File: config.mk
export PLATFORM = sky130hd
export DESIGN_NAME = tile_row_decoder
export DESIGN_NICKNAME = d
export VERILOG_FILES = /design/src/hw/ppu_pkg.sv /design/src/hw/tile_row_decoder.sv
export VERILOG_INCLUDE_DIRS = /design/src /design/src/hw
export SDC_FILE = /design/constraint.sdc
export NUM_CORES = 1
export LEC_CHECK = 0
export BUFFER_PORTS_ARGS = -buffer_cell sky130_fd_sc_hd__buf_4
export CELL_PAD_IN_SITES_DETAIL_PLACEMENT = 0
export CELL_PAD_IN_SITES_GLOBAL_PLACEMENT = 2
export CORE_MARGIN = 1
export CORE_UTILIZATION = 36
export DETAILED_ROUTE_END_ITERATION = 16
export PLACE_DENSITY_LB_ADDON = 0.1
export SLEW_MARGIN = 20
export SYNTH_ARGS = -nofsm -noshare
export SYNTH_HDL_FRONTEND = slang
export SYNTH_SLANG_ARGS = --single-unit
export TNS_END_PERCENT = 5
File: constraint.sdc
create_clock -name clk -period 2.1 [get_ports clk]
set_input_delay 0.42 -clock clk [delete_from_list [all_inputs] [get_ports clk]]
set_output_delay 0.42 -clock clk [all_outputs]
set_load 0.02 [all_outputs]
File: src/hw/ppu_consts.svh
`ifndef PPU_CONSTS_SVH
`define PPU_CONSTS_SVH

// Visible screen area
`define PPU_SCREEN_WIDTH 160
`define PPU_SCREEN_HEIGHT 144

// Line and frame timing in dots
`define PPU_DOTS_PER_LINE 456
`define PPU_LINES_PER_FRAME 154
`define PPU_OAM_SCAN_DOTS 80

// Pixel FIFO entries, must be a power of two
`define PPU_FIFO_DEPTH 16

`endif

File: src/hw/ppu_pkg.sv
package ppu_pkg;

  // Colour index as read from the two bitplanes
  typedef logic [1:0] gb_color_t;

  // Shade after palette lookup
  typedef logic [1:0] gb_shade_t;

  // Screen x or y, also the current line
  typedef logic [7:0] screen_coord_t;

  // y * 160 + x
  typedef logic [14:0] fb_addr_t;

  // Dot position within a line, 0 to 455
  typedef logic [8:0] dot_count_t;

  // Pixel FIFO fill level, 0 to depth
  typedef logic [4:0] fifo_count_t;

  typedef enum logic [1:0] {
    mode_hblank   = 2'd0,
    mode_vblank   = 2'd1,
    mode_oam_scan = 2'd2,
    mode_draw     = 2'd3
  } ppu_mode_t;

  // Bit 7 of each plane is the leftmost pixel
  typedef struct packed {
    logic [7:0] plane_lo;
    logic [7:0] plane_hi;
  } tile_row_t;

endpackage

File: src/hw/tile_row_decoder.sv
`include "ppu_consts.svh"

module tile_row_decoder (
  input  logic                 clk,
  input  logic                 reset,
  input  logic                 flush,
  input  logic                 tile_push,
  input  ppu_pkg::tile_row_t   tile_row,
  input  ppu_pkg::fifo_count_t fifo_count,
  output logic                 tile_ready,
  output logic                 write_en,
  output ppu_pkg::gb_color_t   write_data
);

  // Room for a full row of eight pixels
  localparam ppu_pkg::fifo_count_t ready_level =
    ppu_pkg::fifo_count_t'(`PPU_FIFO_DEPTH - 8);

  logic [7:0] lo_sr;
  logic [7:0] hi_sr;
  logic [2:0] pix_q;
  logic       busy_q;

  always_ff @(posedge clk or posedge reset) begin
    if (reset) begin
      busy_q <= 1'b0;
      pix_q  <= '0;
    end else if (flush) begin
      busy_q <= 1'b0;
      pix_q  <= '0;
    end else if (tile_push) begin
      busy_q <= 1'b1;
      pix_q  <= '0;
    end else if (busy_q) begin
      pix_q <= pix_q + 3'd1;
      if (pix_q == 3'd7) begin
        busy_q <= 1'b0;
      end
    end
  end

  // Shift registers move the next pixel into bit 7
  always_ff @(posedge clk) begin
    if (tile_push) begin
      lo_sr <= tile_row.plane_lo;
      hi_sr <= tile_row.plane_hi;
    end else if (busy_q) begin
      lo_sr <= lo_sr << 1;
      hi_sr <= hi_sr << 1;
    end
  end

  assign tile_ready = !flush && !busy_q && (fifo_count <= ready_level);
  assign write_en   = busy_q;
  assign write_data = {hi_sr[7], lo_sr[7]};

  a_push_when_ready: assert property (
    @(posedge clk) disable iff (reset)
    tile_push |-> tile_ready
  );

endmodule

==> run_results.csv <==
group,metric,value,unit
status,outcome,"finished, final reports clean",
routing,firstDrtPassIters,3,
sta,fmax,611.0,MHz
min_path,worstHoldPathType,"primary input to flop",
yosys,synth_top_area_share,50.07,%
yosys,yosysMostFrequentCell,"edfxtp_1",
yosys,yosys_warnings,0,
final_layout,final_area,0.001199,sq mm
final_layout,final_core_util,47.95,%
final_layout,seq_area,580.6,sq um
yosys,ys_seq_area_share,60.50,%
place,finalWeightedCongestion,0.6682,
setup_path,critical_path_class,"flop to primary output",
place,hpwl,967.7,um
min_path,worstHoldStart,"flush",
setup_path,critPathSlowestCell,"dfrtp_1",
floorplanning,core,0.002500,sq mm
yosys,synth_edf_count,16,
floorplanning,fp.dieH,53.63,um
power_and_ir_drop,total_power,0.7958,mW
floorplanning,floorplan.initialDensity,38.39,%
routing,drt_wl_total,1400,um
setup_path,r2r_slack,840,ps
final_layout,drive_above_1_share,55.95,%
setup_path,path_buf_inv,1,
yosys,synthTopCellsByArea,"edfxtp_1, mux2_4, dfrtp_1",
power_and_ir_drop,power.density,663.9,mW/mm^2
routing,drt_iter0_markers,2,
yosys,yosys.area.top_type,"edfxtp_1",
final_layout,area_delta_synth_final,24.90,%
yosys,synth_nets,83,
routing,drt_drc_violations_left,0,
setup_path,cp-startpoint,"write_en",
sta,worst_clock_skew,7.465,ps
floorplanning,rows,18,
final_layout,final_nets,112,
yosys,synthArstFlopShare,20.00,%
setup_path,cp-end-kind,"primary output",
routing,wl_per_cell,12.28,um
global_route,grt_first_pass_wirelength,2242,um
floorplanning,dieWidth,53.63,um
yosys,synth-seq-cells,20,
global_route,overflow,0,
setup_path,worst_path_dominant_cell_family,"flip-flops",
floorplanning,dieArea,0.002876,sq mm
sta,final-setup-viol-count,0,
sta,relSlewSlack,74.72,%
cts,ctsResizeCount,0,
yosys,syn_area,959.7,sq um
setup_path,crit_chain,"nor4_2 > buf_4",
setup_path,critPathMaxFanout,7,
sta,grt_setup_unrepaired,"no",
yosys,synth_cell_types,17,
sta,fin_tns_setup,0,ps
power_and_ir_drop,peakVddDrop,529.1,uV
place,io_buffers,28,
min_path,whs_endpoint,"pix_q[1]",
global_route,grt_pass1_vias,510,
setup_path,rr_worst_depth,1,
setup_path,r2r-end,"hi_sr[1]",
cts,clockBufferDepth,2,
final_layout,multiInputGateArea,326.6,sq um
routing,via_per_inst,4.711,
cts,ctsHoldBuffers,1,
final_layout,antenna_cells,0,
cts,clk_pin_slew,110,ps
power_and_ir_drop,power_leakage,0.5416,nW
routing,ant_nets,0,
floorplanning,io_pins,29,
cts,cts-root-buf,"clkbuf_4",
yosys,syn_avg_cell_area,17.14,sq um
global_route,grt_max_degree,22,
setup_path,start_kind,"flop",
global_route,grt_antenna_before_repair,0,
setup_path,max_stage_delay,490,ps
yosys,synthTopCellsByCount,"edfxtp_1, mux2_4, dfrtp_1",
cts,cts_sinks,20,
yosys,synthesis.instances,56,
setup_path,worstPathRequired,1680,ps
sta,hold_viol_final,0,
cts,cts_tree,"built",
sta,fin_crit,1637,ps
setup_path,arrival,1220,ps
sta,final_max_slew_viol_count,0,
cts,post_cts_buffers,0,
min_path,whs_path_depth,2,
place,placed_cell_area,0.001162,sq mm
cts,numCtsBuffers,3,
global_route,grt_use_total,11.39,%
sta,min_period_over_period,77.93,%
cts,clk_latency,300,ps
sta,worst_pin_slew,379.2,ps
final_layout,fillCellCount,213,
yosys,synth_ff_type,"edfxtp_1",
cts,ctsHtreeMaxLevel,1,
setup_path,reg2reg_from,"write_en",
flow_run,cap_violations,0,
routing,via_count,537,
==> cells by family (layout without fill, tap and decap cells) <==
kind of cell / count (synthesis) / after routing / share of synthesized area (%)
DFF: 20 / 20 / 60.50
muxes: 16 / 16 / 23.60
and+or+nand+nor: 8 / 8 / 5.476
buffers and inverters: 7 / 35 / 5.476
adders and majority gates: 2 / 2 / 2.607
AOI/OAI and AO/OA: 2 / 2 / 1.434
xor gates and xnor gates: 1 / 1 / 0.9128
==> stage by stage <==
step                      hold slack [ps]  cells  setup WS (ps)
after floorplan                     186.1     56          563.2
final                               315.2    114          463.5
after detailed placement            325.2    109          558.2
after CTS                           303.4    114          433.7
after global placement              324.1    109          567.7
after global routing                296.6    114          385.5
==> final cells by class <==
class | count | share of cell area [%]
sequential | 20 | 48.43
multi-input combinational | 29 | 27.24
timing repair buffer | 29 | 18.37
tap | 30 | 3.132
clock buffer | 4 | 2.192
inverter | 2 | 0.6263
==> worst max-delay path by stage <==
stage	to	cells after the start
after floorplan	tile_ready	2
after global placement	tile_ready	4
after detailed placement	tile_ready	4
after CTS	tile_ready	2
after global routing	tile_ready	2
final	tile_ready	2
==> cell usage in the layout (no fill, tap or decap), types with 2 or more instances in the layout <==
| master | synthesis | layout |
|---|---|---|
| buf_4 | 3 | 28 |
| mux2i_1 | 2 | 2 |
| edfxtp_1 | 16 | 16 |
| inv_1 | 2 | 2 |
| ha_1 | 2 | 2 |
| clkbuf_4 | 0 | 3 |
| dfrtp_1 | 4 | 4 |
| mux2_4 | 13 | 13 |
| nor3_1 | 3 | 3 |
| and2_1 | 2 | 2 |
==> report_power, final <==
part | internal [mW] | switching, mW
clock network | 0.0739 | 0.111
registers | 0.471 | 0.0133
logic | 0.0819 | 0.0444
total | 0.627 | 0.169
==> routing by layer <==
layer | routed length [um] | part of all wire [%] | track usage [%] | up-vias
li1 | - | - | - | 261
met1 | 641 | 46 | 14.64 | 257
met2 | 689 | 49 | 18.13 | 19
met3 | 69 | 4.9 | 5.085 | 0
met4 | 0 | 0 | 1.316 | 0
met5 | 0 | 0 | 0 | -
==> flip-flops by register name, indices dropped and copies added, names as in the netlist <==
name	flops
hi_sr	8
lo_sr	8
pix_q	3
write_en	1
No activity file was read; power rests on OpenSTA's default activity.
