**src/hw/ppu_consts.svh**
```systemverilog
`ifndef PPU_CONSTS_SVH
`define PPU_CONSTS_SVH

// Visible screen area
`define PPU_SCREEN_WIDTH 160
`define PPU_SCREEN_HEIGHT 144

// Line and frame timing in dots
`define PPU_DOTS_PER_LINE 456
`define PPU_LINES_PER_FRAME 154
`define PPU_OAM_SCAN_DOTS 80

// Pixel FIFO entries, must be a power of two
`define PPU_FIFO_DEPTH 16

`endif

```
**src/hw/ppu_pkg.sv**
```systemverilog
package ppu_pkg;

  // Colour index as read from the two bitplanes
  typedef logic [1:0] gb_color_t;

  // Shade after palette lookup
  typedef logic [1:0] gb_shade_t;

  // Screen x or y, also the current line
  typedef logic [7:0] screen_coord_t;

  // y * 160 + x
  typedef logic [14:0] fb_addr_t;

  // Dot position within a line, 0 to 455
  typedef logic [8:0] dot_count_t;

  // Pixel FIFO fill level, 0 to depth
  typedef logic [4:0] fifo_count_t;

  typedef enum logic [1:0] {
    mode_hblank   = 2'd0,
    mode_vblank   = 2'd1,
    mode_oam_scan = 2'd2,
    mode_draw     = 2'd3
  } ppu_mode_t;

  // Bit 7 of each plane is the leftmost pixel
  typedef struct packed {
    logic [7:0] plane_lo;
    logic [7:0] plane_hi;
  } tile_row_t;

endpackage

```
**src/hw/bg_palette.sv**
```systemverilog
module bg_palette (
  input  logic               clk,
  input  logic               reset,
  input  logic               palette_wr,
  input  logic [7:0]         palette_data,
  input  ppu_pkg::gb_color_t color,
  output ppu_pkg::gb_shade_t shade
);

  // Identity mapping, colour n gives shade n
  localparam logic [7:0] palette_init = 8'hE4;

  logic [7:0] palette_q;

  always_ff @(posedge clk or posedge reset) begin
    if (reset) begin
      palette_q <= palette_init;
    end else if (palette_wr) begin
      palette_q <= palette_data;
    end
  end

  // Two bits per colour, colour 0 in the low bits
  assign shade = palette_q[{color, 1'b0} +: 2];

endmodule

```
**config.mk**
```make
export PLATFORM = sky130hd
export DESIGN_NAME = bg_palette
export DESIGN_NICKNAME = d
export VERILOG_FILES = /design/src/hw/ppu_consts.svh /design/src/hw/ppu_pkg.sv /design/src/hw/bg_palette.sv
export SDC_FILE = /design/constraint.sdc
export NUM_CORES = 1
export LEC_CHECK = 0
export ABC_AREA = 1
export BUFFER_PORTS_ARGS = -buffer_cell sky130_fd_sc_hd__buf_2
export CORE_AREA = 3 3 40 42
export CTS_BUF_LIST = sky130_fd_sc_hd__clkbuf_4
export DETAILED_ROUTE_END_ITERATION = 10
export DIE_AREA = 0 0 43 45
export PLACE_DENSITY_LB_ADDON = 0.08
export SYNTH_ARGS = -nofsm -noshare
export SYNTH_HDL_FRONTEND = slang
export SYNTH_SLANG_ARGS = --single-unit
```
**constraint.sdc**
```tcl
create_clock -name clk -period 0.97 [get_ports clk]
set_input_delay 0.0485 -clock clk [delete_from_list [all_inputs] [get_ports clk]]
set_output_delay 0.0485 -clock clk [all_outputs]
set_load 0.01 [all_outputs]
```
==> impl_metrics.csv, run 1 <==
group,metric,value,unit
clocking,clockRootBuffer,"clkbuf_4",
placed_design,port_buffers,14,
finish,top_regs,"palette_q x8",
logic_synthesis,synthSimpleGateAreaFrac,22.73,%
critical_path,endpoint_kind,"output pin",
power_and_ir_drop,pwr-share-comb,19.5,%
logic_synthesis,synth_cells,50,
floorplanning,die_h,45,um
sta,max_freq,876.4,MHz
logic_synthesis,synth_xor_area_share,0,%
logic_synthesis,synth-adder-area-share,0,%
clocking,cts_tree,"done",
floorplanning,io_pins,15,
logic_synthesis,synthMuxAreaShare,0,%
global_route,gr-max-usage-layer,"met1",
logic_synthesis,synth_cell_types,7,
power_and_ir_drop,net-switching-power,0.0002053,W
logic_synthesis,synth_area_leaders,"dfstp_2, dfrtp_1, nand2_1",
sta,period_share,117.6,%
finish,top_register,"palette_q",
placed_design,dp.final_hpwl,612,um
finish,final_util,42.55,%
global_route,antenna_found_initial,0,
logic_synthesis,yosysSeqAreaShare,53.25,%
routing,drtAntennaViolNets,0,
sta,rsz0062_at_grt,"true",
clocking,htree_levels,1,
logic_synthesis,ys_warn_count,0,
global_route,grt_pass1_wl,1.380,mm
critical_path,crit_type,"flip-flop to output pin",
logic_synthesis,synth_compound_area_share,10.39,%
power_and_ir_drop,clockPowerShare,31.9,%
run_status,run_status,"finished, violations left",
routing,drt-pass1-iter-count,2,
global_route,grtUsageMet1,13.55,%
logic_synthesis,postSynthAreaPerCell,7.707,um2
critical_path,cp.arrival,1.09,ns
power_and_ir_drop,p_per_area,1449,nW/um2
finish,layout.area.seq,205.2,um2
critical_path,crit_path_start_kind,"flip-flop",
finish,layout-drive-gt1-share,49.28,%
routing,wire_per_inst,9.940,um
finish,nets,84,
routing,drc,0,
global_route,grt_max_degree,17,
sta,period_minus_slack,1.141,ns
floorplanning,fp.dieArea,1935,um2
finish,antenna-diode-count,0,
critical_path,required,0.92,ns
finish,final_cell_mix,"nand2_1, buf_2, o21ai_0, inv_1, nand2_2",
sta,fin_tns_setup,-0.3398,ns
placed_design,dpl_worst_slack,0.08157,ns
global_route,overflow,0,
floorplanning,die_w,43,um
floorplanning,core_area,1285,um2
logic_synthesis,synth_top_cell_area_share,27.27,%
logic_synthesis,yosys_register_bits,8,
logic_synthesis,synth.largest_area_cell,"dfstp_2",
run,max_cap_violations,0,
global_route,grtUsageTotal,10.15,%
clocking,cts.path.max_buffers,2,
clocking,cts_buffers,3,
placed_design,gp_congestion,0.6820,
hold_path,min_path_type,"primary input to flip-flop",
sta,tightest_slew,0.3223,ns
power_and_ir_drop,leakage,0.2942,nW
global_route,grt_use_met2,12.87,%
finish,area_growth,41.88,%
sta,slew_headroom,78.49,%
routing,viasPerCell,4.310,
hold_path,whs_path_depth,3,
run_status,violations,"setup timing",
floorplanning,rows,13,
power_and_ir_drop,switching_share,25.92,%
power_and_ir_drop,p_total,0.0007921,W
sta,drv_slew,0,
clocking,insertion_delay,0.25,ns
finish,multi_input_area,155.1,um2
logic_synthesis,synth_top_family_by_area,"simple AND/OR/NAND/NOR gates",
power_and_ir_drop,pwr-share-seq,48.5,%
global_route,grt_pass1_vias,316,
sta,whs,0.004975,ns
sta,finalSetupViolCount,2,
logic_synthesis,syn-num-nets,63,
global_route,grtUsageMet3,4.382,%
clocking,clkSinkCount,8,
finish,largest_reg_flops,8,
sta,fin_ws,-0.1710,ns
sta,clock_skew,0,ns
power_and_ir_drop,p_int,0.0005868,W
sta,finalHoldViolations,0,
critical_path,reg2reg_depth,3,
routing,routed_wl,835,um
clocking,cts.clk_slew.worst_paths,0.05,ns
power_and_ir_drop,max-vdd-ir-drop,0.5594,mV
routing,vias,362,
finish,num-fill-cells,133,
critical_path,crit_fanout,2,
logic_synthesis,syn_area,385.4,um2
routing,drt_iter0_markers,6,
floorplanning,initial_utilization,29.99,%
## through the flow
| step | std cells | area [um2] |
|---|---|---|
| after global placement | 78 | 462.9 |
| after floorplan | 50 | 385.4 |
| final | 84 | 546.8 |
| after detailed placement | 78 | 462.9 |
| after global routing | 84 | 546.8 |
| after CTS | 84 | 513.0 |
## power by group through the flow
stage | combinational [W] | clock, W | sequential (W)
after CTS | 0.000135 | 0.000266 | 0.000383
final | 0.000155 | 0.000253 | 0.000384
after detailed placement | 0.000122 | 0 | 0.000387
after global placement | 0.000122 | 0 | 0.000386
after floorplan | 0.0000734 | 0 | 0.000385
after global routing | 0.000178 | 0.000286 | 0.000387
## repair_timing
action,CTS,global route
resized for setup,2,11
pin swaps,5,2
buffers inserted,1,0
endpoints found under the setup margin,2,2
hold buffers,2,0
endpoints found under the hold margin,5,0
## cell usage after synthesis
master	count
dfstp_2	4
inv_1	11
buf_6	1
nand2_1	18
nand3_1	4
o21ai_0	8
dfrtp_1	4
## cells by family (layout without fill, tap and decap cells)
logic type	after synthesis	after routing
DFF	8	8
AOI/OAI and AO/OA	8	8
and+or+nand+nor	22	22
buffers and inverters	12	31
## metal layers
metal	vias up	part of all wire, %
li1	189	-
met1	156	46
met3	3	8.3
met4	0	3.2
met2	14	42
met5	-	0
## worst paths after layout
check	slack, ns	to	from
max	-0.17	shade[0]	palette_q[6]$_DFFE_PP1P_
min	0.005	palette_q[6]$_DFFE_PP1P_	palette_data[6]
max reg2reg	0.09	palette_q[5]$_DFFE_PP1P_	palette_q[5]$_DFFE_PP1P_
min reg2reg	0.48	palette_q[6]$_DFFE_PP1P_	palette_q[6]$_DFFE_PP1P_
max in group asynchronous	0.39	palette_q[7]$_DFFE_PP1P_	reset
min in group asynchronous	0.28	palette_q[3]$_DFFE_PP0P_	reset
## layout make-up
type / instances / share of cell area (%)
multi-input combinational: 30 / 28.38
timing repair buffer: 17 / 18.99
sequential: 8 / 37.53
clock buffer: 3 / 4.119
inverter: 11 / 7.551
tap: 15 / 3.432
## worst max-delay path: stages (launching register included)
cell and delay, ns:
dfstp_2 0.52, inv_2 0.04, nand2_2 0.05, nand3_2 0.06
nand2_2 0.08, buf_6 0.09
No activity file was read; power rests on OpenSTA's default activity.
==> inputs of run 2 (changes only) <==
--- a/config.mk
+++ b/config.mk
@@ -12,6 +12,7 @@
 export DETAILED_ROUTE_END_ITERATION = 10
 export DIE_AREA = 0 0 43 45
 export PLACE_DENSITY_LB_ADDON = 0.08
+export REMOVE_ABC_BUFFERS = 1
 export SYNTH_ARGS = -nofsm -noshare
 export SYNTH_HDL_FRONTEND = slang
 export SYNTH_SLANG_ARGS = --single-unit
==> impl_metrics.csv, run 2 (same netlist as run 1, synthesis figures left out) <==
group,metric,value,unit
run_status,run_status,"finished, violations left",
run_status,violations,"setup timing",
sta,fin_ws,-0.1769,ns
floorplanning,rows,13,
sta,tightest_slew,0.3026,ns
clocking,clockRootBuffer,"clkbuf_4",
floorplanning,die_h,45,um
power_and_ir_drop,net-switching-power,0.0002038,W
critical_path,endpoint_kind,"output pin",
run,max_cap_violations,0,
clocking,cts.clk_slew.worst_paths,0.05,ns
sta,finalHoldViolations,0,
finish,nets,88,
routing,drc,0,
floorplanning,core_area,1285,um2
floorplanning,die_w,43,um
power_and_ir_drop,p_int,0.0006324,W
floorplanning,io_pins,15,
routing,viasPerCell,4.180,
sta,period_share,118.2,%
global_route,overflow,0,
finish,final_cell_mix,"nand2_1, buf_2, o21ai_0, inv_1, dlygate4sd3_1",
power_and_ir_drop,max-vdd-ir-drop,0.7310,mV
critical_path,critPathSlowestCell,"dfstp_2",
critical_path,crit_type,"flip-flop to output pin",
finish,layout-drive-gt1-share,39.19,%
clocking,insertion_delay,0.26,ns
floorplanning,initial_utilization,29.99,%
power_and_ir_drop,clockPowerShare,36.4,%
critical_path,required,0.92,ns
routing,routed_wl,851,um
finish,largest_reg_flops,8,
power_and_ir_drop,p_per_area,1492,nW/um2
sta,finalSetupViolCount,2,
routing,drt_iter0_markers,0,
clocking,cts_tree,"done",
global_route,grt_max_degree,17,
critical_path,slowest_delay,0.52,ns
finish,antenna-diode-count,0,
placed_design,dp.final_hpwl,646.1,um
routing,drtAntennaViolNets,0,
clocking,cts.path.max_buffers,2,
sta,period_minus_slack,1.147,ns
placed_design,port_buffers,14,
global_route,grtUsageTotal,10.74,%
critical_path,cp.arrival,1.10,ns
power_and_ir_drop,switching_share,24.37,%
sta,slew_headroom,79.80,%
power_and_ir_drop,leakage,0.3076,nW
clocking,htree_levels,1,
floorplanning,fp.dieArea,1935,um2
clocking,clkSinkCount,8,
critical_path,crit_path_start_kind,"flip-flop",
critical_path,crit_fanout,2,
critical_path,worstPathCellList,"inv_2 > nand2_1 > nand3_1 > nand2_1 > buf_2",
critical_path,cpMostUsedCell,"nand2_1",
finish,final_common_cell,"nand2_1",
sta,clock_skew,0,ns
placed_design,gp_congestion,0.7195,
power_and_ir_drop,pwr-share-seq,45.9,%
global_route,antenna_found_initial,0,
hold_path,min_path_type,"primary input to flip-flop",
global_route,grt_pass1_vias,365,
sta,drv_slew,0,
routing,drt-pass1-iter-count,1,
finish,top_register,"palette_q",
global_route,grt_pass1_wl,1.483,mm
power_and_ir_drop,pwr-share-comb,17.6,%
routing,vias,372,
sta,max_freq,871.9,MHz
clocking,cts_buffers,3,
sta,whs,0.009175,ns
finish,top_regs,"palette_q x8",
routing,wire_per_inst,9.562,um
sta,rsz0062_at_grt,"true",
finish,final_util,43.62,%
power_and_ir_drop,p_total,0.0008362,W
finish,num-fill-cells,144,
finish,area_growth,45.45,%
==> run 2: repair_timing <==
item | 4_1_cts | 5_1_grt
hold endpoints to repair | 8 | 0
gates resized for setup | 4 | 1
buffers inserted | 1 | 1
endpoints found under the setup margin | 2 | 2
pin swaps | 4 | 1
hold buffers | 5 | 0
==> run 2: final cells by class <==
class	count	area [um2]	area share (%)
Sequential cell	8	205.2	36.61
Timing Repair Buffer	21	135.1	24.11
Multi-Input combinational cell	30	130.1	23.21
Inverter	11	41.29	7.366
Clock buffer	4	30.03	5.357
Tap cell	15	18.77	3.348
==> run 2: path summary, 6_finish.rpt <==
path / cells past startpoint / from / endpoint / slack [ns]
setup / recovery: 5 / palette_q[7]$_DFFE_PP1P_ / shade[1] / -0.18
hold / removal: 3 / palette_data[2] / palette_q[2]$_DFFE_PP1P_ / 0.009
setup reg to reg: 3 / palette_q[2]$_DFFE_PP1P_ / palette_q[2]$_DFFE_PP1P_ / 0.09
hold reg to reg: 2 / palette_q[7]$_DFFE_PP1P_ / palette_q[7]$_DFFE_PP1P_ / 0.47
max in group asynchronous: 3 / reset / palette_q[7]$_DFFE_PP1P_ / 0.41
min in group asynchronous: 3 / reset / palette_q[0]$_DFFE_PP0P_ / 0.27
==> run 2: through the flow <==
stage	setup WS (ns)	cells	setup TNS, ns	cell area [um2]
floorplan	0.1868	49	0	374.1
global placement	0.06594	78	0	462.9
detailed placement	0.06518	78	0	462.9
CTS	-0.2017	88	-0.3812	550.5
global route	-0.2527	89	-0.4985	560.5
finish	-0.1769	89	-0.3405	560.5
==> run 2: critical path, delay by kind of cell (launching register included) <==
family                 cells  cell delay (ns)
flip-flops                 1             0.52
AND/OR/NAND/NOR            3             0.18
buffers and inverters      2             0.15
==> run 2: power groups by stage <==
| stage | Clock, W | Sequential [W] | Combinational (W) |
|---|---|---|---|
| 5_1_grt | 0.000349 | 0.000386 | 0.000172 |
| 6_report | 0.000304 | 0.000384 | 0.000147 |
| 2_1_floorplan | 0 | 0.000385 | 0.0000658 |
| 4_1_cts | 0.000317 | 0.000384 | 0.000145 |
| 3_5_place_dp | 0 | 0.000387 | 0.000123 |
| 3_3_place_gp | 0 | 0.000386 | 0.000123 |
==> run 2: per-layer routing <==
| metal | wire length [um] | GRT usage [%] | up-vias | share of wire (%) |
|---|---|---|---|---|
| li1 | - | - | 197 | - |
| met1 | 344 | 11.08 | 160 | 40 |
| met2 | 425 | 17.07 | 12 | 50 |
| met3 | 71 | 6.773 | 3 | 8.3 |
| met4 | 9 | 5.422 | 0 | 1.1 |
| met5 | 0 | 0 | - | 0 |
