==> config.mk <==
export PLATFORM = sky130hd
export DESIGN_NAME = pixel_fifo
export DESIGN_NICKNAME = d
export VERILOG_FILES = /design/src/hw/ppu_pkg.sv /design/src/hw/pixel_fifo.sv
export VERILOG_INCLUDE_DIRS = /design/src /design/src/hw
export SDC_FILE = /design/constraint.sdc
export NUM_CORES = 1
export LEC_CHECK = 0
export BUFFER_PORTS_ARGS = -buffer_cell sky130_fd_sc_hd__buf_2
export CAP_MARGIN = 20
export CORE_MARGIN = 2
export CORE_UTILIZATION = 59
export CTS_CLUSTER_DIAMETER = 40
export DETAILED_ROUTE_END_ITERATION = 12
export GPL_TIMING_DRIVEN = 1
export HOLD_SLACK_MARGIN = 0.08
export PLACE_DENSITY = 0.87
export SLEW_MARGIN = 20
export SYNTH_ARGS = -nofsm -noshare
export SYNTH_HDL_FRONTEND = slang
export SYNTH_SLANG_ARGS = --single-unit
==> constraint.sdc <==
create_clock -name clk -period 2.11 [get_ports clk]
set_input_delay 0 -clock clk [delete_from_list [all_inputs] [get_ports clk]]
set_output_delay 0 -clock clk [all_outputs]
set_load 0.005 [all_outputs]
==> src/hw/ppu_consts.svh <==
`ifndef PPU_CONSTS_SVH
`define PPU_CONSTS_SVH

// Visible screen area
`define PPU_SCREEN_WIDTH 160
`define PPU_SCREEN_HEIGHT 144

// Line and frame timing in dots
`define PPU_DOTS_PER_LINE 456
`define PPU_LINES_PER_FRAME 154
`define PPU_OAM_SCAN_DOTS 80

// Pixel FIFO entries, must be a power of two
`define PPU_FIFO_DEPTH 16

`endif

==> src/hw/ppu_pkg.sv <==
package ppu_pkg;

  // Colour index as read from the two bitplanes
  typedef logic [1:0] gb_color_t;

  // Shade after palette lookup
  typedef logic [1:0] gb_shade_t;

  // Screen x or y, also the current line
  typedef logic [7:0] screen_coord_t;

  // y * 160 + x
  typedef logic [14:0] fb_addr_t;

  // Dot position within a line, 0 to 455
  typedef logic [8:0] dot_count_t;

  // Pixel FIFO fill level, 0 to depth
  typedef logic [4:0] fifo_count_t;

  typedef enum logic [1:0] {
    mode_hblank   = 2'd0,
    mode_vblank   = 2'd1,
    mode_oam_scan = 2'd2,
    mode_draw     = 2'd3
  } ppu_mode_t;

  // Bit 7 of each plane is the leftmost pixel
  typedef struct packed {
    logic [7:0] plane_lo;
    logic [7:0] plane_hi;
  } tile_row_t;

endpackage

==> src/hw/pixel_fifo.sv <==
`include "ppu_consts.svh"

module pixel_fifo (
  input  logic                 clk,
  input  logic                 reset,
  input  logic                 flush,
  input  logic                 write_en,
  input  ppu_pkg::gb_color_t   write_data,
  input  logic                 read_en,
  output ppu_pkg::gb_color_t   read_data,
  output logic                 empty,
  output ppu_pkg::fifo_count_t count
);

  localparam int ptr_w = $clog2(`PPU_FIFO_DEPTH);
  localparam ppu_pkg::fifo_count_t depth = ppu_pkg::fifo_count_t'(`PPU_FIFO_DEPTH);

  ppu_pkg::gb_color_t   mem [`PPU_FIFO_DEPTH];
  logic [ptr_w-1:0]     wr_ptr;
  logic [ptr_w-1:0]     rd_ptr;
  ppu_pkg::fifo_count_t count_q;

  always_ff @(posedge clk or posedge reset) begin
    if (reset) begin
      wr_ptr  <= '0;
      rd_ptr  <= '0;
      count_q <= '0;
    end else if (flush) begin
      wr_ptr  <= '0;
      rd_ptr  <= '0;
      count_q <= '0;
    end else begin
      if (write_en) begin
        wr_ptr <= wr_ptr + 1'b1;
      end
      if (read_en) begin
        rd_ptr <= rd_ptr + 1'b1;
      end
      case ({write_en, read_en})
        2'b10:   count_q <= count_q + 5'd1;
        2'b01:   count_q <= count_q - 5'd1;
        default: count_q <= count_q;
      endcase
    end
  end

  always_ff @(posedge clk) begin
    if (write_en) begin
      mem[wr_ptr] <= write_data;
    end
  end

  // Head entry is always on the output
  assign read_data = mem[rd_ptr];
  assign empty     = (count_q == '0);
  assign count     = count_q;

  a_no_overflow: assert property (
    @(posedge clk) disable iff (reset || flush) write_en |-> count_q != depth
  );

  a_no_underflow: assert property (
    @(posedge clk) disable iff (reset || flush) read_en |-> !empty
  );

endmodule

==> results.toml, run 1 <==
[status]
status = "finished clean"

[critical_path]
worst-path-buf-inv = 2
r2r_slack_ps = 310
crit_required_ps = 2110
worst-path-max-fanout = 5
cp_slowest_cell = "mux4_1"
crit_path_cell_trace = "buf_2, mux4_1, mux2i_1, a21oi_1, buf_2"
critPathMostFrequentCell = "buf_2"
endpoint_kind = "output port"
path_class = "reg -> out"
crit_family = "multiplexers"
critical_path_arrival_ps = 1990
crit_path_start_kind = "register"
crit_path_max_incr_delay_ps = 620

[placed_design]
gp_congestion = 0.805
io_buffer_count = 14
dp_hpwl_um = 2590

[synth]
synth_top_family_by_area = "simple AND/OR/NAND/NOR gates"
synth_xor_area_frac = 0.0408
postSynthAreaPerCell_um2 = 14.1
yosys.area_share.simple = 0.124
synth.net_count = 166
synth.top_cell.area_share = 0.448
synth_cell_types = 35
yosys-top-cells-area = "edfxtp_1 45%, dfrtp_1 15%, mux4_1 7.3%"
synthAdderAreaFrac = 0.0408
ys_warn_count = 0
yosysMostFrequentCell = "edfxtp_1"
synthCells = 152
synth-edff-count = 32
synth_top_area_cell = "edfxtp_1"
muxShareOfSynthArea = 0.113
netlist_area_mm2 = 0.00215
synth-main-ff-cell = "edfxtp_1"
synth_compound_area_frac = 0.0501
ys_seq_area_frac = 0.599
synth-seq-cells = 45
synthArstFlopShare = 0.289
synth_common_cells = "32 x edfxtp_1, 16 x and2_1, 14 x nor2_1"

[timing]
max_clock_freq_mhz = 503
rsz0062_at_grt = "false"
fin_skew_ps = 7.92
setup_viol = 0
slew_violations = 0
setup_tns_ps = 0
hold_ws_ps = 196
relSlewSlack = 0.649
fin_crit_sh = 0.942
worst_pin_slew_ps = 525
finalHoldViolCount = 0
final.min_clock_period_ps = 1990

[finish]
nets = 190
syn_to_final_growth_pct = 12.4
n_antenna_cell = 0
fillers = 230
drive_gt1_frac = 0.181

[clock_network]
root_buffer = "clkbuf_4"
clkTransAtPathRegs_ps = 130
tritoncts = "built"
cts_sinks = 45
clockBufferDepth = 2
cts_buffers = 5
htreeDepth = 2
worst_skew_pair.late_latency_ps = 360

[drt]
drtPass1Iterations = 4
first_iter_violations = 89
detail_route.drc_violations = 0
routed_wl_um = 3990
ant_nets = 0
num_vias = 1274
detail_route.vias_per_cell = 5.71
detail_route.wl_per_cell_um = 17.9

[pwr]
combPwrFrac = 0.143
p_sw_w = 0.000420
switching_share = 0.244
irDropWorstVdd_mv = 0.477
p_leak_nw = 0.956
pwr_density_cell_mw_per_mm2 = 712
p_int_w = 0.00130
pwr-share-clk = 0.266
pwr-share-seq = 0.590

[job]
drv_cap = 0

[floorplan]
rows = 21
start_util = 0.628
ioPinCount = 15
die-area_mm2 = 0.00414
core_area_mm2 = 0.00342
die-width_um = 64.3
fp.dieH_um = 64.3

[worst_hold_path]
hold_path.class = "in -> async"

[global_route]
grt_pass1_vias = 1297
antenna_found_initial = 0
grt_max_degree = 17
grt_usage = 0.216
grt_pass1_wl_um = 6540
gr-total-overflow = 0
==> per-stage QoR <==
stage	util	cells	setup WS (ps)	cell area, um2	total power (W)
after floorplan	-	152	431	2150	0.00118
after global placement	0.651	203	413	2220	0.00123
after detailed placement	0.651	203	330	2220	0.00124
after CTS	0.690	217	58.9	2360	0.00170
after global routing	0.706	223	34.3	2410	0.00179
final	0.706	223	122	2410	0.00172
==> routing by layer <==
metal  wire [um]  share of wire  track usage  up-vias
met5           0              0            0        -
met4          51          0.013       0.0745        0
met3         186          0.047       0.0669        6
met2        2050           0.51        0.342       32
met1        1700           0.43        0.284      632
li1            -              -            -      604
==> final cells by class <==
class	count	area (um2)	share of cell area
tap	46	57.6	0.0239
timing repair buffer	26	185	0.0768
multi-input combinational	93	792	0.328
clock buffer	7	65.1	0.0270
sequential	45	1290	0.534
clock inverter	1	5.00	0.00208
inverter	5	18.8	0.00778
==> power groups by stage <==
stage                     sequential, W  combinational (W)  clock (W)
after global placement          0.00103           0.000196          0
final                           0.00101           0.000246   0.000458
after detailed placement        0.00104           0.000204          0
after floorplan                 0.00101           0.000166          0
after CTS                       0.00102           0.000215   0.000463
after global routing            0.00102           0.000275   0.000498
==> repair_timing <==
item                       CTS  global route
hold endpoints to repair    58             0
gates resized for setup      1             0
hold buffers                 6             0
pin swaps                    0             0
setup endpoints to repair    2             2
buffers inserted             0             6
==> worst paths after layout <==
check	startpoint	endpoint	depth (start not counted)
hold reg to reg	count[4]	count[4]	2
min in group clk	flush	count[1]	3
hold / removal	reset	rd_ptr[2]	3
max in group asynchronous	reset	rd_ptr[0]	3
setup / recovery	rd_ptr[0]	read_data[0]	5
setup reg to reg	count[1]	count[4]	6
==> flip-flops by register name, summed over array words and instances, names as in the netlist <==
name	cells
rd_ptr	4
count	5
wr_ptr	4
mem	32
==> cells in the final DEF (no fill, tap or decap), drive strengths merged, types with 5 or more instances in the layout <==
cell	Yosys	final
and2	16	16
buf	6	20
clkbuf	3	7
dfrtp	13	13
dlygate4sd3	0	6
edfxtp	32	32
ha	7	7
inv	5	5
mux4	8	8
nand2	5	5
nor2	14	14
xnor2	6	6
==> worst register-to-register path, cell delays in order, from the launching register on <==
cell	delay (ps)
dfrtp_1	520
xnor2_1	190
ha_1	250
o31a_1	270
o32ai_2	250
xnor2_1	150
nor2_1	50
==> kinds of logic (layout without fill, tap and decap cells) <==
logic type / Yosys count / count (layout)
buf+inv: 14 / 39
xor+xnor: 10 / 10
flops: 45 / 45
compound gates: 15 / 15
fa+ha+maj: 7 / 7
simple gates: 49 / 49
mux: 12 / 12
Note: power is estimated with default switching activity, not from simulation.
==> inputs of run 2 (changes only) <==
--- a/config.mk
+++ b/config.mk
@@ -14,7 +14,7 @@
 export DETAILED_ROUTE_END_ITERATION = 12
 export GPL_TIMING_DRIVEN = 1
 export HOLD_SLACK_MARGIN = 0.08
-export PLACE_DENSITY = 0.87
+export PLACE_DENSITY = 0.78
 export SLEW_MARGIN = 20
 export SYNTH_ARGS = -nofsm -noshare
 export SYNTH_HDL_FRONTEND = slang
==> run 2 against run 1 <==
Against the previous run: register-to-register slack improved by 50 ps; combinational power decreased by 8.5%; clock skew decreased by 4.8 ps; count of clock-buffer cells in the layout decreased by 1; flip-flop and latch count unchanged; power increased by 1.7%; critical path depth unchanged; fmax increased by 0.25%; critical path type unchanged; sequential share of layout area increased by 0.36 points; sequential power about the same; setup slack improved by 4.9 ps.
==> results.toml, run 2 (synthesis gave the netlist of run 1 again) <==
[status]
status = "finished clean"

[finish]
final_cells = 221
syn_to_final_growth_pct = 11.6
final_cell_mix = "32 x edfxtp_1, 16 x and2_1, 14 x nor2_1, 14 x buf_2, 12 x dfrtp_1"
nets = 188
top_register = "mem"
n_antenna_cell = 0
fillers = 236
largest_reg_flops = 32
drive_gt1_frac = 0.160
layout_commonest_cell = "edfxtp_1"

[global_route]
grt_pass1_wl_um = 6060
grt_max_degree = 17
antenna_found_initial = 0
grt_pass1_vias = 1223
gr-total-overflow = 0
grt_usage = 0.200

[timing]
fin_skew_ps = 3.08
setup_viol = 0
setup_tns_ps = 0
final.min_clock_period_ps = 1980
fin_crit_sh = 0.940
worst_pin_slew_ps = 541
finalHoldViolCount = 0
slew_violations = 0
relSlewSlack = 0.639
max_clock_freq_mhz = 504
rsz0062_at_grt = "false"

[drt]
detail_route.drc_violations = 0
num_vias = 1220
ant_nets = 0
detail_route.vias_per_cell = 5.52
drtPass1Iterations = 4
detail_route.wl_per_cell_um = 16.1
routed_wl_um = 3570
first_iter_violations = 56

[floorplan]
die-width_um = 64.3
rows = 21
core_area_mm2 = 0.00342
ioPinCount = 15
start_util = 0.628
fp.dieH_um = 64.3
die-area_mm2 = 0.00414

[critical_path]
critPathLaunch = "rd_ptr[0]"
endpoint = "read_data[0]"
worst-path-max-fanout = 9
timing.rr.end = "count[4]"
critical_path_arrival_ps = 1980
crit_path_start_kind = "register"
path_class = "reg -> out"
r2r_slack_ps = 360
crit_required_ps = 2110
reg2regPathDepth = 6
endpoint_kind = "output port"
r2r_start = "count[1]"

[pwr]
irDropWorstVdd_mv = 0.399
p_leak_nw = 0.944
pwr_density_cell_mw_per_mm2 = 729
pwr-share-seq = 0.582
p_int_w = 0.00134
switching_share = 0.230
pwr-share-clk = 0.289
total_power_w = 0.00175
p_sw_w = 0.000402
combPwrFrac = 0.129

[placed_design]
gp_congestion = 0.836
io_buffer_count = 14
dpl.cell_count = 203
dp_hpwl_um = 2560

[clock_network]
root_buffer = "clkbuf_4"
cts_buffers = 5
clockBufferDepth = 2
cts_sinks = 45
tritoncts = "built"
worst_skew_pair.late_latency_ps = 340
clkTransAtPathRegs_ps = 120
htreeDepth = 2

[worst_hold_path]
hold_path.class = "in -> async"

[job]
drv_cap = 0
==> run 2: cell types whose count changed in the layout (fill, tap and decap cells not counted) <==
cell / before / now
buf_12: 1 / 0
buf_2: 15 / 14
buf_4: 4 / 3
bufinv_16: 0 / 1
clkbuf_1: 0 / 1
clkbuf_8: 2 / 0
dlygate4sd3_1: 6 / 7
==> run 2: per-layer routing <==
metal	global-route usage	part of all wire	wire [um]	vias to the layer above
met4	0.0718	0.0092	33	0
met5	0	0	0	-
met1	0.258	0.45	1590	593
li1	-	-	-	599
met3	0.0423	0.031	110	4
met2	0.337	0.51	1830	24
==> run 2: per-stage QoR <==
step	instance area [um2]	utilization	worst slack, ps	hold WS (ps)
final	2390	0.701	127	221
after global placement	2220	0.651	409	48.2
after detailed placement	2220	0.651	325	68.6
after floorplan	2150	-	431	-123
after global routing	2390	0.701	23.3	261
after CTS	2370	0.695	79.2	217
==> run 2: layout make-up <==
class	count	area [um2]	area share
clock inverters	2	35.0	0.0146
clock buffers	6	41.3	0.0172
well taps	46	57.6	0.0240
flip-flops and latches	45	1290	0.538
multi-input cells	93	792	0.331
repair buffers	24	163	0.0679
inverters	5	18.8	0.00784
==> run 2: worst min-delay path by stage <==
stage	end	startpoint	cells past startpoint	slack, ps
4_1_cts	rd_ptr[2]	reset	3	220
2_1_floorplan	count[0]	reset	1	-120
6_report	rd_ptr[2]	reset	3	220
5_1_grt	rd_ptr[2]	reset	3	260
3_3_place_gp	rd_ptr[1]	reset	2	50
3_5_place_dp	rd_ptr[3]	reset	2	70
==> run 2: critical path: stages, from the launching register on <==
cell	delay [ps]
dfrtp_2	500
buf_4	150
mux4_1	530
a211oi_1	280
a21oi_1	60
buf_2	130
==> run 2: power groups by stage <==
stage	logic (W)	clock network [W]	registers (W)
finish	0.000225	0.000505	0.00102
global route	0.000253	0.000557	0.00102
CTS	0.000216	0.000521	0.00102
detailed placement	0.000204	0	0.00104
global placement	0.000196	0	0.00103
floorplan	0.000166	0	0.00101
==> run 2: timing repair <==
item	in CTS	in global routing
hold buffers	7	0
hold endpoints to repair	58	0
gates resized for setup	1	0
endpoints found under the setup margin	2	2
setup buffers	0	3
