--- config.mk ---
export PLATFORM = sky130hd
export DESIGN_NAME = ppu_mode_ctrl
export DESIGN_NICKNAME = d
export VERILOG_FILES = /design/src/hw/ppu_pkg.sv /design/src/hw/ppu_mode_ctrl.sv
export VERILOG_INCLUDE_DIRS = /design/src /design/src/hw
export SDC_FILE = /design/constraint.sdc
export NUM_CORES = 1
export LEC_CHECK = 0
export ABC_AREA = 1
export BUFFER_PORTS_ARGS = -buffer_cell sky130_fd_sc_hd__buf_4
export CELL_PAD_IN_SITES_DETAIL_PLACEMENT = 1
export CELL_PAD_IN_SITES_GLOBAL_PLACEMENT = 2
export CORE_ASPECT_RATIO = 1.4
export CORE_MARGIN = 1
export CORE_UTILIZATION = 35
export CTS_BUF_LIST = sky130_fd_sc_hd__clkbuf_4 sky130_fd_sc_hd__clkbuf_8 sky130_fd_sc_hd__clkbuf_16
export CTS_CLUSTER_DIAMETER = 30
export DETAILED_ROUTE_END_ITERATION = 7
export GPL_ROUTABILITY_DRIVEN = 0
export PLACE_DENSITY = 0.82
export REMOVE_ABC_BUFFERS = 1
export SLEW_MARGIN = 25
export SYNTH_ARGS = -nofsm -noshare
export SYNTH_HDL_FRONTEND = slang
export SYNTH_SLANG_ARGS = --single-unit
--- constraint.sdc ---
create_clock -name clk -period 3.5 [get_ports clk]
set_input_delay 1.05 -clock clk [delete_from_list [all_inputs] [get_ports clk]]
set_output_delay 1.05 -clock clk [all_outputs]
set_load 0.01 [all_outputs]
--- src/hw/ppu_consts.svh ---
`ifndef PPU_CONSTS_SVH
`define PPU_CONSTS_SVH

// Visible screen area
`define PPU_SCREEN_WIDTH 160
`define PPU_SCREEN_HEIGHT 144

// Line and frame timing in dots
`define PPU_DOTS_PER_LINE 456
`define PPU_LINES_PER_FRAME 154
`define PPU_OAM_SCAN_DOTS 80

// Pixel FIFO entries, must be a power of two
`define PPU_FIFO_DEPTH 16

`endif

--- src/hw/ppu_pkg.sv ---
package ppu_pkg;

  // Colour index as read from the two bitplanes
  typedef logic [1:0] gb_color_t;

  // Shade after palette lookup
  typedef logic [1:0] gb_shade_t;

  // Screen x or y, also the current line
  typedef logic [7:0] screen_coord_t;

  // y * 160 + x
  typedef logic [14:0] fb_addr_t;

  // Dot position within a line, 0 to 455
  typedef logic [8:0] dot_count_t;

  // Pixel FIFO fill level, 0 to depth
  typedef logic [4:0] fifo_count_t;

  typedef enum logic [1:0] {
    mode_hblank   = 2'd0,
    mode_vblank   = 2'd1,
    mode_oam_scan = 2'd2,
    mode_draw     = 2'd3
  } ppu_mode_t;

  // Bit 7 of each plane is the leftmost pixel
  typedef struct packed {
    logic [7:0] plane_lo;
    logic [7:0] plane_hi;
  } tile_row_t;

endpackage

--- src/hw/ppu_mode_ctrl.sv ---
`include "ppu_consts.svh"

module ppu_mode_ctrl (
  input  logic                   clk,
  input  logic                   reset,
  input  logic                   flush,
  input  logic                   line_done,
  output logic                   dot_en,
  output ppu_pkg::ppu_mode_t     mode,
  output ppu_pkg::screen_coord_t ly
);

  localparam ppu_pkg::dot_count_t last_dot =
    ppu_pkg::dot_count_t'(`PPU_DOTS_PER_LINE - 1);
  localparam ppu_pkg::dot_count_t oam_last_dot =
    ppu_pkg::dot_count_t'(`PPU_OAM_SCAN_DOTS - 1);
  localparam ppu_pkg::screen_coord_t last_line =
    ppu_pkg::screen_coord_t'(`PPU_LINES_PER_FRAME - 1);
  localparam ppu_pkg::screen_coord_t last_visible_line =
    ppu_pkg::screen_coord_t'(`PPU_SCREEN_HEIGHT - 1);

  ppu_pkg::ppu_mode_t     mode_q;
  ppu_pkg::dot_count_t    dot_q;
  ppu_pkg::screen_coord_t ly_q;
  ppu_pkg::screen_coord_t ly_next;
  logic                   line_end;
  logic                   dot_hold;

  always_comb begin
    // A late draw parks the dot counter at the last dot
    dot_hold = (mode_q == ppu_pkg::mode_draw) && (dot_q == last_dot);
    if (mode_q == ppu_pkg::mode_draw) begin
      line_end = dot_hold && line_done;
    end else begin
      line_end = (dot_q == last_dot);
    end
    ly_next = (ly_q == last_line) ? '0 : ly_q + 8'd1;
  end

  always_ff @(posedge clk or posedge reset) begin
    if (reset) begin
      mode_q <= ppu_pkg::mode_oam_scan;
      dot_q  <= '0;
      ly_q   <= '0;
    end else if (flush) begin
      mode_q <= ppu_pkg::mode_oam_scan;
      dot_q  <= '0;
      ly_q   <= '0;
    end else if (line_end) begin
      dot_q <= '0;
      ly_q  <= ly_next;
      if (ly_next <= last_visible_line) begin
        mode_q <= ppu_pkg::mode_oam_scan;
      end else begin
        mode_q <= ppu_pkg::mode_vblank;
      end
    end else begin
      if (!dot_hold) begin
        dot_q <= dot_q + 9'd1;
      end
      case (mode_q)
        ppu_pkg::mode_oam_scan: begin
          if (dot_q == oam_last_dot) begin
            mode_q <= ppu_pkg::mode_draw;
          end
        end
        ppu_pkg::mode_draw: begin
          // Framebuffer finished the line
          if (line_done) begin
            mode_q <= ppu_pkg::mode_hblank;
          end
        end
        default: begin
          mode_q <= mode_q;
        end
      endcase
    end
  end

  assign mode   = mode_q;
  assign ly     = ly_q;
  assign dot_en = (mode_q == ppu_pkg::mode_draw);

  // The framebuffer only finishes lines while we are drawing
  a_line_done_in_draw: assert property (
    @(posedge clk) disable iff (reset || flush)
    line_done |-> mode_q == ppu_pkg::mode_draw
  );

endmodule

==> results of run 1 <==
[critical path: cells and delay by family (launching register included)]
family	cells	cell delay, ns
flip-flops	1	0.54
buffers and inverters	2	0.21
AND/OR/NAND/NOR	1	0.17
[report_power, final]
part	switching (mW)	internal, mW	leakage (nW)	total, mW
combinational	0.0148	0.00691	0.395	0.0217
sequential	0.00239	0.222	0.260	0.225
clock	0.0792	0.0793	0.0255	0.159
[cell type report]
class                           count  area share, %
Multi-Input combinational cell    102           41.4
Clock inverter                      1          0.376
Inverter                           27           7.80
Timing Repair Buffer               14           7.89
Clock buffer                        3           3.10
Tap cell                           39           3.67
Sequential cell                    19           35.8
[layer usage]
metal	track usage [%]	vias to the layer above	routed length (um)
met1	19.8	482	1130
met4	9.52	0	59
met5	0	-	0
li1	-	505	-
met3	2.19	4	50
met2	33.0	12	1490
[registers in the layout, summed over array words and instances (netlist names)]
| name | count |
|---|---|
| dot_q | 9 |
| ly | 8 |
| mode | 2 |
[how the worst min path moves through the flow]
stage	end	slack, ns	cells after the start
5_1_grt	mode[0]	0.58	2
6_report	mode[0]	0.53	2
3_3_place_gp	mode[0]	0.51	2
2_1_floorplan	dot_q[2]	0.50	2
4_1_cts	mode[0]	0.54	2
3_5_place_dp	mode[0]	0.53	2
[layout by cell type (no fill, tap or decap), types with 5 or more instances in the layout]
| cell type | n |
|---|---|
| a21oi_1 | 9 |
| nor3_1 | 5 |
| nand3_1 | 11 |
| nand2_1 | 31 |
| buf_4 | 14 |
| o21ai_0 | 5 |
| inv_1 | 24 |
| nor2_1 | 16 |
| dfrtp_1 | 18 |
[per-stage QoR]
stage	utilization, %	hold slack, ns	setup slack [ns]	area (um2)
5_1_grt	42.6	0.578	1.20	1330
3_3_place_gp	41.1	0.512	1.55	1280
4_1_cts	42.6	0.543	1.25	1330
3_5_place_dp	41.1	0.526	1.52	1280
2_1_floorplan	-	0.502	1.62	1130
6_report	42.6	0.535	1.27	1330
[logic make-up after synthesis]
group                      after synthesis
AOI/OAI and AO/OA                       22
xor gates and xnor gates                 4
adders and majority gates                3
buffers and inverters                   28
DFF                                     19
and+or+nand+nor                         73
==> results by group, run 1 <==
Clocking
  – Post-CTS resize count: 0
  – Sink Count: 19
  – Hold Buf Count CTS: 0
  – CTS HTree Levels: 1
  – Root Buffer: clkbuf_8
  – Worst-path clk slew: around 0.070 ns
  – CTS Buf Count: 3
  – CTS tree: done
  – Insertion delay to the later sink of the worst-skew pair: 0.26 ns
  – Longest Clk Path Bufs: 2
  – Post-CTS setup buffers: 0

Route
  – Total number of vias: 1003
  – DRC viols: 0
  – Routed WL per cell: 13.3 um
  – Remaining antenna violation count after routing: 0
  – DRT Pass-1 Iters: 4
  – DRT iter0 DRCs: 10
  – Via/cell ratio: about 4.9
  – Final WL: 2720 um

STA
  – Final hold vios: 0
  – Fmax: around 0.45 GHz
  – Min cycle time layout: approximately 2.2 ns
  – Part of the cycle the worst path needs: 63.8%
  – RSZ-0062 raised after global routing: no
  – Setup Viol. Count Final: 0
  – TNS Setup: 0 ns
  – Clk_skew: 0.00774 ns
  – Slew Limit Fails: 0
  – Max_slew headroom: between 50% and 60%
  – Worst slew pin tran: roughly 0.74 ns

Worst setup path
  – FF-to-FF End: ly[7]
  – Setup slack, reg-to-reg: roughly 1.8 ns
  – CP cell instances: nand2_1 > inv_1 > buf_4
  – RR Startpoint: dot_q[0]
  – FF-to-FF path depth: 9
  – Crit path to: dot_en
  – Setup crit end kind: output pin
  – Worst setup SP type: flop
  – Worst setup startpoint: mode[1]
  – Req. time, crit path: 2.45 ns
  – Worst setup path class: reg -> out
  – Critical-path top delay cell: dfstp_2
  – CP arrival: 1.18 ns
  – Max incr delay on CP: between 0.5 and 0.6 ns
  – CP Max Fanout: 6

Synth
  – Synth Area in Simple Gates: between 30% and 40%
  – Netlist Area Pre-Place: 0.00114 mm2
  – Synth cell types: 26
  – Synth Area in XOR/XNOR: between 3 and 4%
  – Syn avg cell area: 7.67 um2
  – Post-synthesis compound-gate area fraction: 11.7%
  – Share of Yosys cell area claimed by the top area cell type: 39.4%
  – Leading area contributor after synthesis: dfrtp_1
  – Most frequent cell after synthesis: nand2_1
  – Post-synthesis mux area share: 0%
  – Dominant cells by area after synthesis: dfrtp_1, nand2_1, inv_1
  – Ys flop type: dfrtp_1
  – Sequential area share after synthesis: 41.7%
  – EDFF count, synth: 0
  – Yosys warns: 0
  – Synth Instances: 149
  – Post-synth top cells: nand2_1, inv_1, dfrtp_1
  – Post-synthesis adder-cell area fraction: 3.29%
  – Largest family of logic cells by synthesized area: simple AND/OR/NAND/NOR gates
  – Async set-reset flop share out of synthesis: 100%
  – #FFs+latches synth: 19

Global routing
  – Largest net degree at the start of global routing: 20
  – Initial antenna violation count: 0
  – Via count of the first global-routing pass: between 1000 and 1500
  – First-pass GRT wire length: 4750 um
  – Total GRT Usage: 18.2%
  – Grt total ovfl: 0

Cells and area
  – Fraction of layout cells with a size suffix above 1: 20.5%
  – Layout area overhead: 16.5%
  – Fillcell total: 408
  – Reg area: between 400 and 500 um2
  – Multi-input combinational cell area: 551 um2
  – Nets: around 170
  – # diodes: 0
  – Layout Cells excl Fill: 205

Die
  – I/O pins: 15
  – Initial Util: roughly 37%
  – Core area: 0.00312 mm2
  – Area of the die: 0.00350 mm2
  – Row count: 24
  – Die H: approximately 70 um
  – Die X: 50.3 um

Placement
  – Dpl hpwl: 2170 um
  – Placed Instances: 201
  – Port bufs: 14

Pwr
  – PwrDens: between 300 and 400 mW/mm2
  – Leakage power: about 0.68 nW
  – VDD IR max: 0.183 mV
  – Tot Pwr: 0.405 mW

Flow run
  – Max-Cap Viols: 0

Worst hold path
  – Hold Crit Class: reg -> reg
  – Worst Hold Launch: mode[0]

Outcome
  – Status: finished, final reports clean
Power figures use the tool's default switching activity.
==> run 2: changes to the inputs <==
--- a/config.mk
+++ b/config.mk
@@ -6,7 +6,7 @@
 export SDC_FILE = /design/constraint.sdc
 export NUM_CORES = 1
 export LEC_CHECK = 0
-export ABC_AREA = 1
+export ABC_AREA = 0
 export BUFFER_PORTS_ARGS = -buffer_cell sky130_fd_sc_hd__buf_4
 export CELL_PAD_IN_SITES_DETAIL_PLACEMENT = 1
 export CELL_PAD_IN_SITES_GLOBAL_PLACEMENT = 2
@@ -17,7 +17,7 @@
 export CTS_CLUSTER_DIAMETER = 30
 export DETAILED_ROUTE_END_ITERATION = 7
 export GPL_ROUTABILITY_DRIVEN = 0
-export PLACE_DENSITY = 0.82
+export PLACE_DENSITY = 0.77
 export REMOVE_ABC_BUFFERS = 1
 export SLEW_MARGIN = 25
 export SYNTH_ARGS = -nofsm -noshare
==> constraint.sdc (replaced) <==
create_clock -name clk -period 2.35 [get_ports clk]
set_input_delay 0.705 -clock clk [delete_from_list [all_inputs] [get_ports clk]]
set_output_delay 0.705 -clock clk [all_outputs]
set_load 0.01 [all_outputs]
==> results by group, run 2 <==
Outcome
  – Status: finished, final reports clean

Synth
  – EDFF count, synth: 0 (unchanged)
  – Most frequent cell after synthesis: dfrtp_1
  – #FFs+latches synth: 19 (unchanged)
  – Share of Yosys cell area claimed by the top area cell type: 40.7% (+1.2 points)
  – Async set-reset flop share out of synthesis: 100% (unchanged)
  – Leading area contributor after synthesis: dfrtp_1
  – Sequential area share after synthesis: 43.1% (+1.3 points)
  – Syn avg cell area: 9.55 um2 (+25%)
  – Yosys warns: 0 (unchanged)
  – Post-synth top cells: dfrtp_1, nor2_1, nand2_1
  – Synth Instances: 116 (-22%)
  – Synth cell types: 40 (+54%)
  – Ys flop type: dfrtp_1
  – Dominant cells by area after synthesis: dfrtp_1, xor2_1, nor2_1
  – Netlist Area Pre-Place: 0.00111 mm2 (-3.1%)

Route
  – Remaining antenna violation count after routing: 0 (unchanged)
  – Routed WL per cell: 15.4 um (+16%)
  – Final WL: 2610 um (-4.2%)
  – Via/cell ratio: 5.53 (+13%)
  – DRT Pass-1 Iters: 4 (unchanged)
  – DRT iter0 DRCs: 11 (+1)
  – Total number of vias: 934 (-6.9%)
  – DRC viols: 0 (unchanged)

STA
  – Clk_skew: 0.00214 ns (-0.00560 ns)
  – Part of the cycle the worst path needs: between 80% and 90%
  – RSZ-0062 raised after global routing: no
  – Slew Limit Fails: 0 (unchanged)
  – Setup Viol. Count Final: 0 (unchanged)
  – Min cycle time layout: 1.94 ns
  – Final hold vios: 0 (unchanged)
  – Worst hold slack: 0.587 ns (+0.0522 ns)
  – TNS Setup: 0 ns (unchanged)
  – Fmax: approximately 0.5 GHz
  – Max_slew headroom: 48.6% (-2.3 points)
  – Worst slew pin tran: 0.770 ns (+0.0342 ns)

Placement
  – Port bufs: 14 (unchanged)
  – Dpl hpwl: 1890 um (-13%)
  – Placed Instances: 165 (-18%)

Die
  – I/O pins: 15 (unchanged)
  – Row count: 23 (-4.2%)
  – Die X: 49.5 um (-1.5%)
  – Area of the die: 0.00340 mm2 (-3.0%)
  – Die H: 68.6 um (-1.5%)
  – Initial Util: 37.7% (+1.1 points)
  – Core area: 0.00294 mm2 (-6.0%)

Global routing
  – Via count of the first global-routing pass: 1038 (+1.2%)
  – Grt total ovfl: 0 (unchanged)
  – First-pass GRT wire length: 4760 um (+0.29%)
  – Initial antenna violation count: 0 (unchanged)
  – Total GRT Usage: 18.6% (+0.36 points)
  – Largest net degree at the start of global routing: 20 (unchanged)

Cells and area
  – Nets: 140 (-20%)
  – # diodes: 0 (unchanged)
  – Commonest non-fill, non-tap cell in the layout: dfrtp_1
  – Most frequent cells in the layout: dfrtp_1, buf_4, nor2_1
  – Max FFs per register: 9 (unchanged)
  – Register with the highest flop count: dot_q
  – Layout area overhead: 18.0%
  – Fillcell total: 366 (-10%)
  – Layout Cells excl Fill: 169 (-18%)
  – Fraction of layout cells with a size suffix above 1: 20.5% (-0.027 points)

Pwr
  – Leakage power: 0.574 nW (-16%)
  – Tot Pwr: 0.599 mW (+48%)
  – PwrDens: 459 mW/mm2 (+51%)
  – VDD IR max: 0.389 mV (+110%)

Worst setup path
  – Worst setup path class: reg -> reg
  – Crit path to: ly[4]
  – FF-to-FF End: ly[4]
  – Worst setup startpoint: dot_q[0]
  – RR Startpoint: dot_q[0]
  – CP arrival: 2.12 ns (+0.94 ns)
  – Worst setup SP type: flop
  – Req. time, crit path: 2.53 ns (+0.08 ns)
  – Setup crit end kind: flop
  – CP Max Fanout: 15 (+9)
  – Setup slack, reg-to-reg: 0.41 ns (-1.42 ns)
  – FF-to-FF path depth: 6 (-3)

Worst hold path
  – Hold Crit Class: in -> async

Clocking
  – Insertion delay to the later sink of the worst-skew pair: 0.25 ns (about the same)
  – Post-CTS resize count: 0 (unchanged)
  – Post-CTS setup buffers: 0 (unchanged)
  – CTS Buf Count: 3 (unchanged)
  – Root Buffer: clkbuf_8
  – Worst-path clk slew: 0.07 ns (about the same)
  – CTS HTree Levels: 1 (unchanged)
  – CTS tree: done
  – Sink Count: 19 (unchanged)
  – Hold Buf Count CTS: 0 (unchanged)
  – Longest Clk Path Bufs: 2 (unchanged)

Flow run
  – Max-Cap Viols: 0 (unchanged)
## run 2: cell type report
class                           instances  area [um2]  area share (%)
Multi-Input combinational cell         90         603            46.2
Sequential cell                        19         477            36.5
Timing Repair Buffer                   16         120            9.20
Clock buffer                            4        48.8            3.74
Tap cell                               37        46.3            3.54
Inverter                                3        11.3           0.862
## run 2: per-layer routing
metal  vias to the layer above  share of wire, %  wire length (um)  global-route usage [%]
li1                        453                 -                 -                       -
met1                       462                43              1130                    20.7
met2                        13                52              1360                    34.3
met3                         6               1.7                45                    1.32
met4                         0               2.5                66                    11.8
met5                         -                 0                 0                       0
## run 2: where the power goes
| part | total [mW] | switching [mW] | internal (mW) |
|---|---|---|---|
| Clock | 0.239 | 0.107 | 0.132 |
| Combinational | 0.0251 | 0.0168 | 0.00832 |
| Sequential | 0.336 | 0.00471 | 0.331 |
| Total | 0.599 | 0.128 | 0.471 |
## run 2: critical path, cell delays in order (launching register included)
cell	delay (ns)
dfrtp_1	0.41
ha_1	0.22
and4b_1	0.26
o2111ai_1	0.11
buf_4	0.20
or4b_1	0.51
a21oi_1	0.15
## run 2: logic make-up after synthesis
group                    share of synthesized area [%]
flip-flops                                        43.1
XOR/XNOR                                          7.91
AND/OR/NAND/NOR                                   27.9
buffers and inverters                             2.49
multiplexers                                      1.81
adder cells (fa/ha/maj)                           3.39
AO/OA/AOI/OAI                                     13.4
## run 2: how the worst min path moves through the flow
stage	slack [ns]	cells past startpoint	start	endpoint
3_3_place_gp	0.53	2	dot_q[6]	dot_q[6]
4_1_cts	0.59	2	dot_q[3]	dot_q[3]
6_report	0.59	2	reset	ly[2]
3_5_place_dp	0.58	2	dot_q[1]	dot_q[1]
5_1_grt	0.62	2	dot_q[3]	dot_q[3]
2_1_floorplan	0.51	2	dot_q[6]	dot_q[6]
## run 2: metrics by stage
stage                     worst slack [ns]  instance area (um2)  util [%]
final                                0.406                 1310      44.5
after floorplan                      0.427                 1090         -
after global placement               0.411                 1260      42.8
after detailed placement             0.415                 1260      42.8
after global routing                 0.247                 1310      44.5
after CTS                            0.387                 1310      44.5
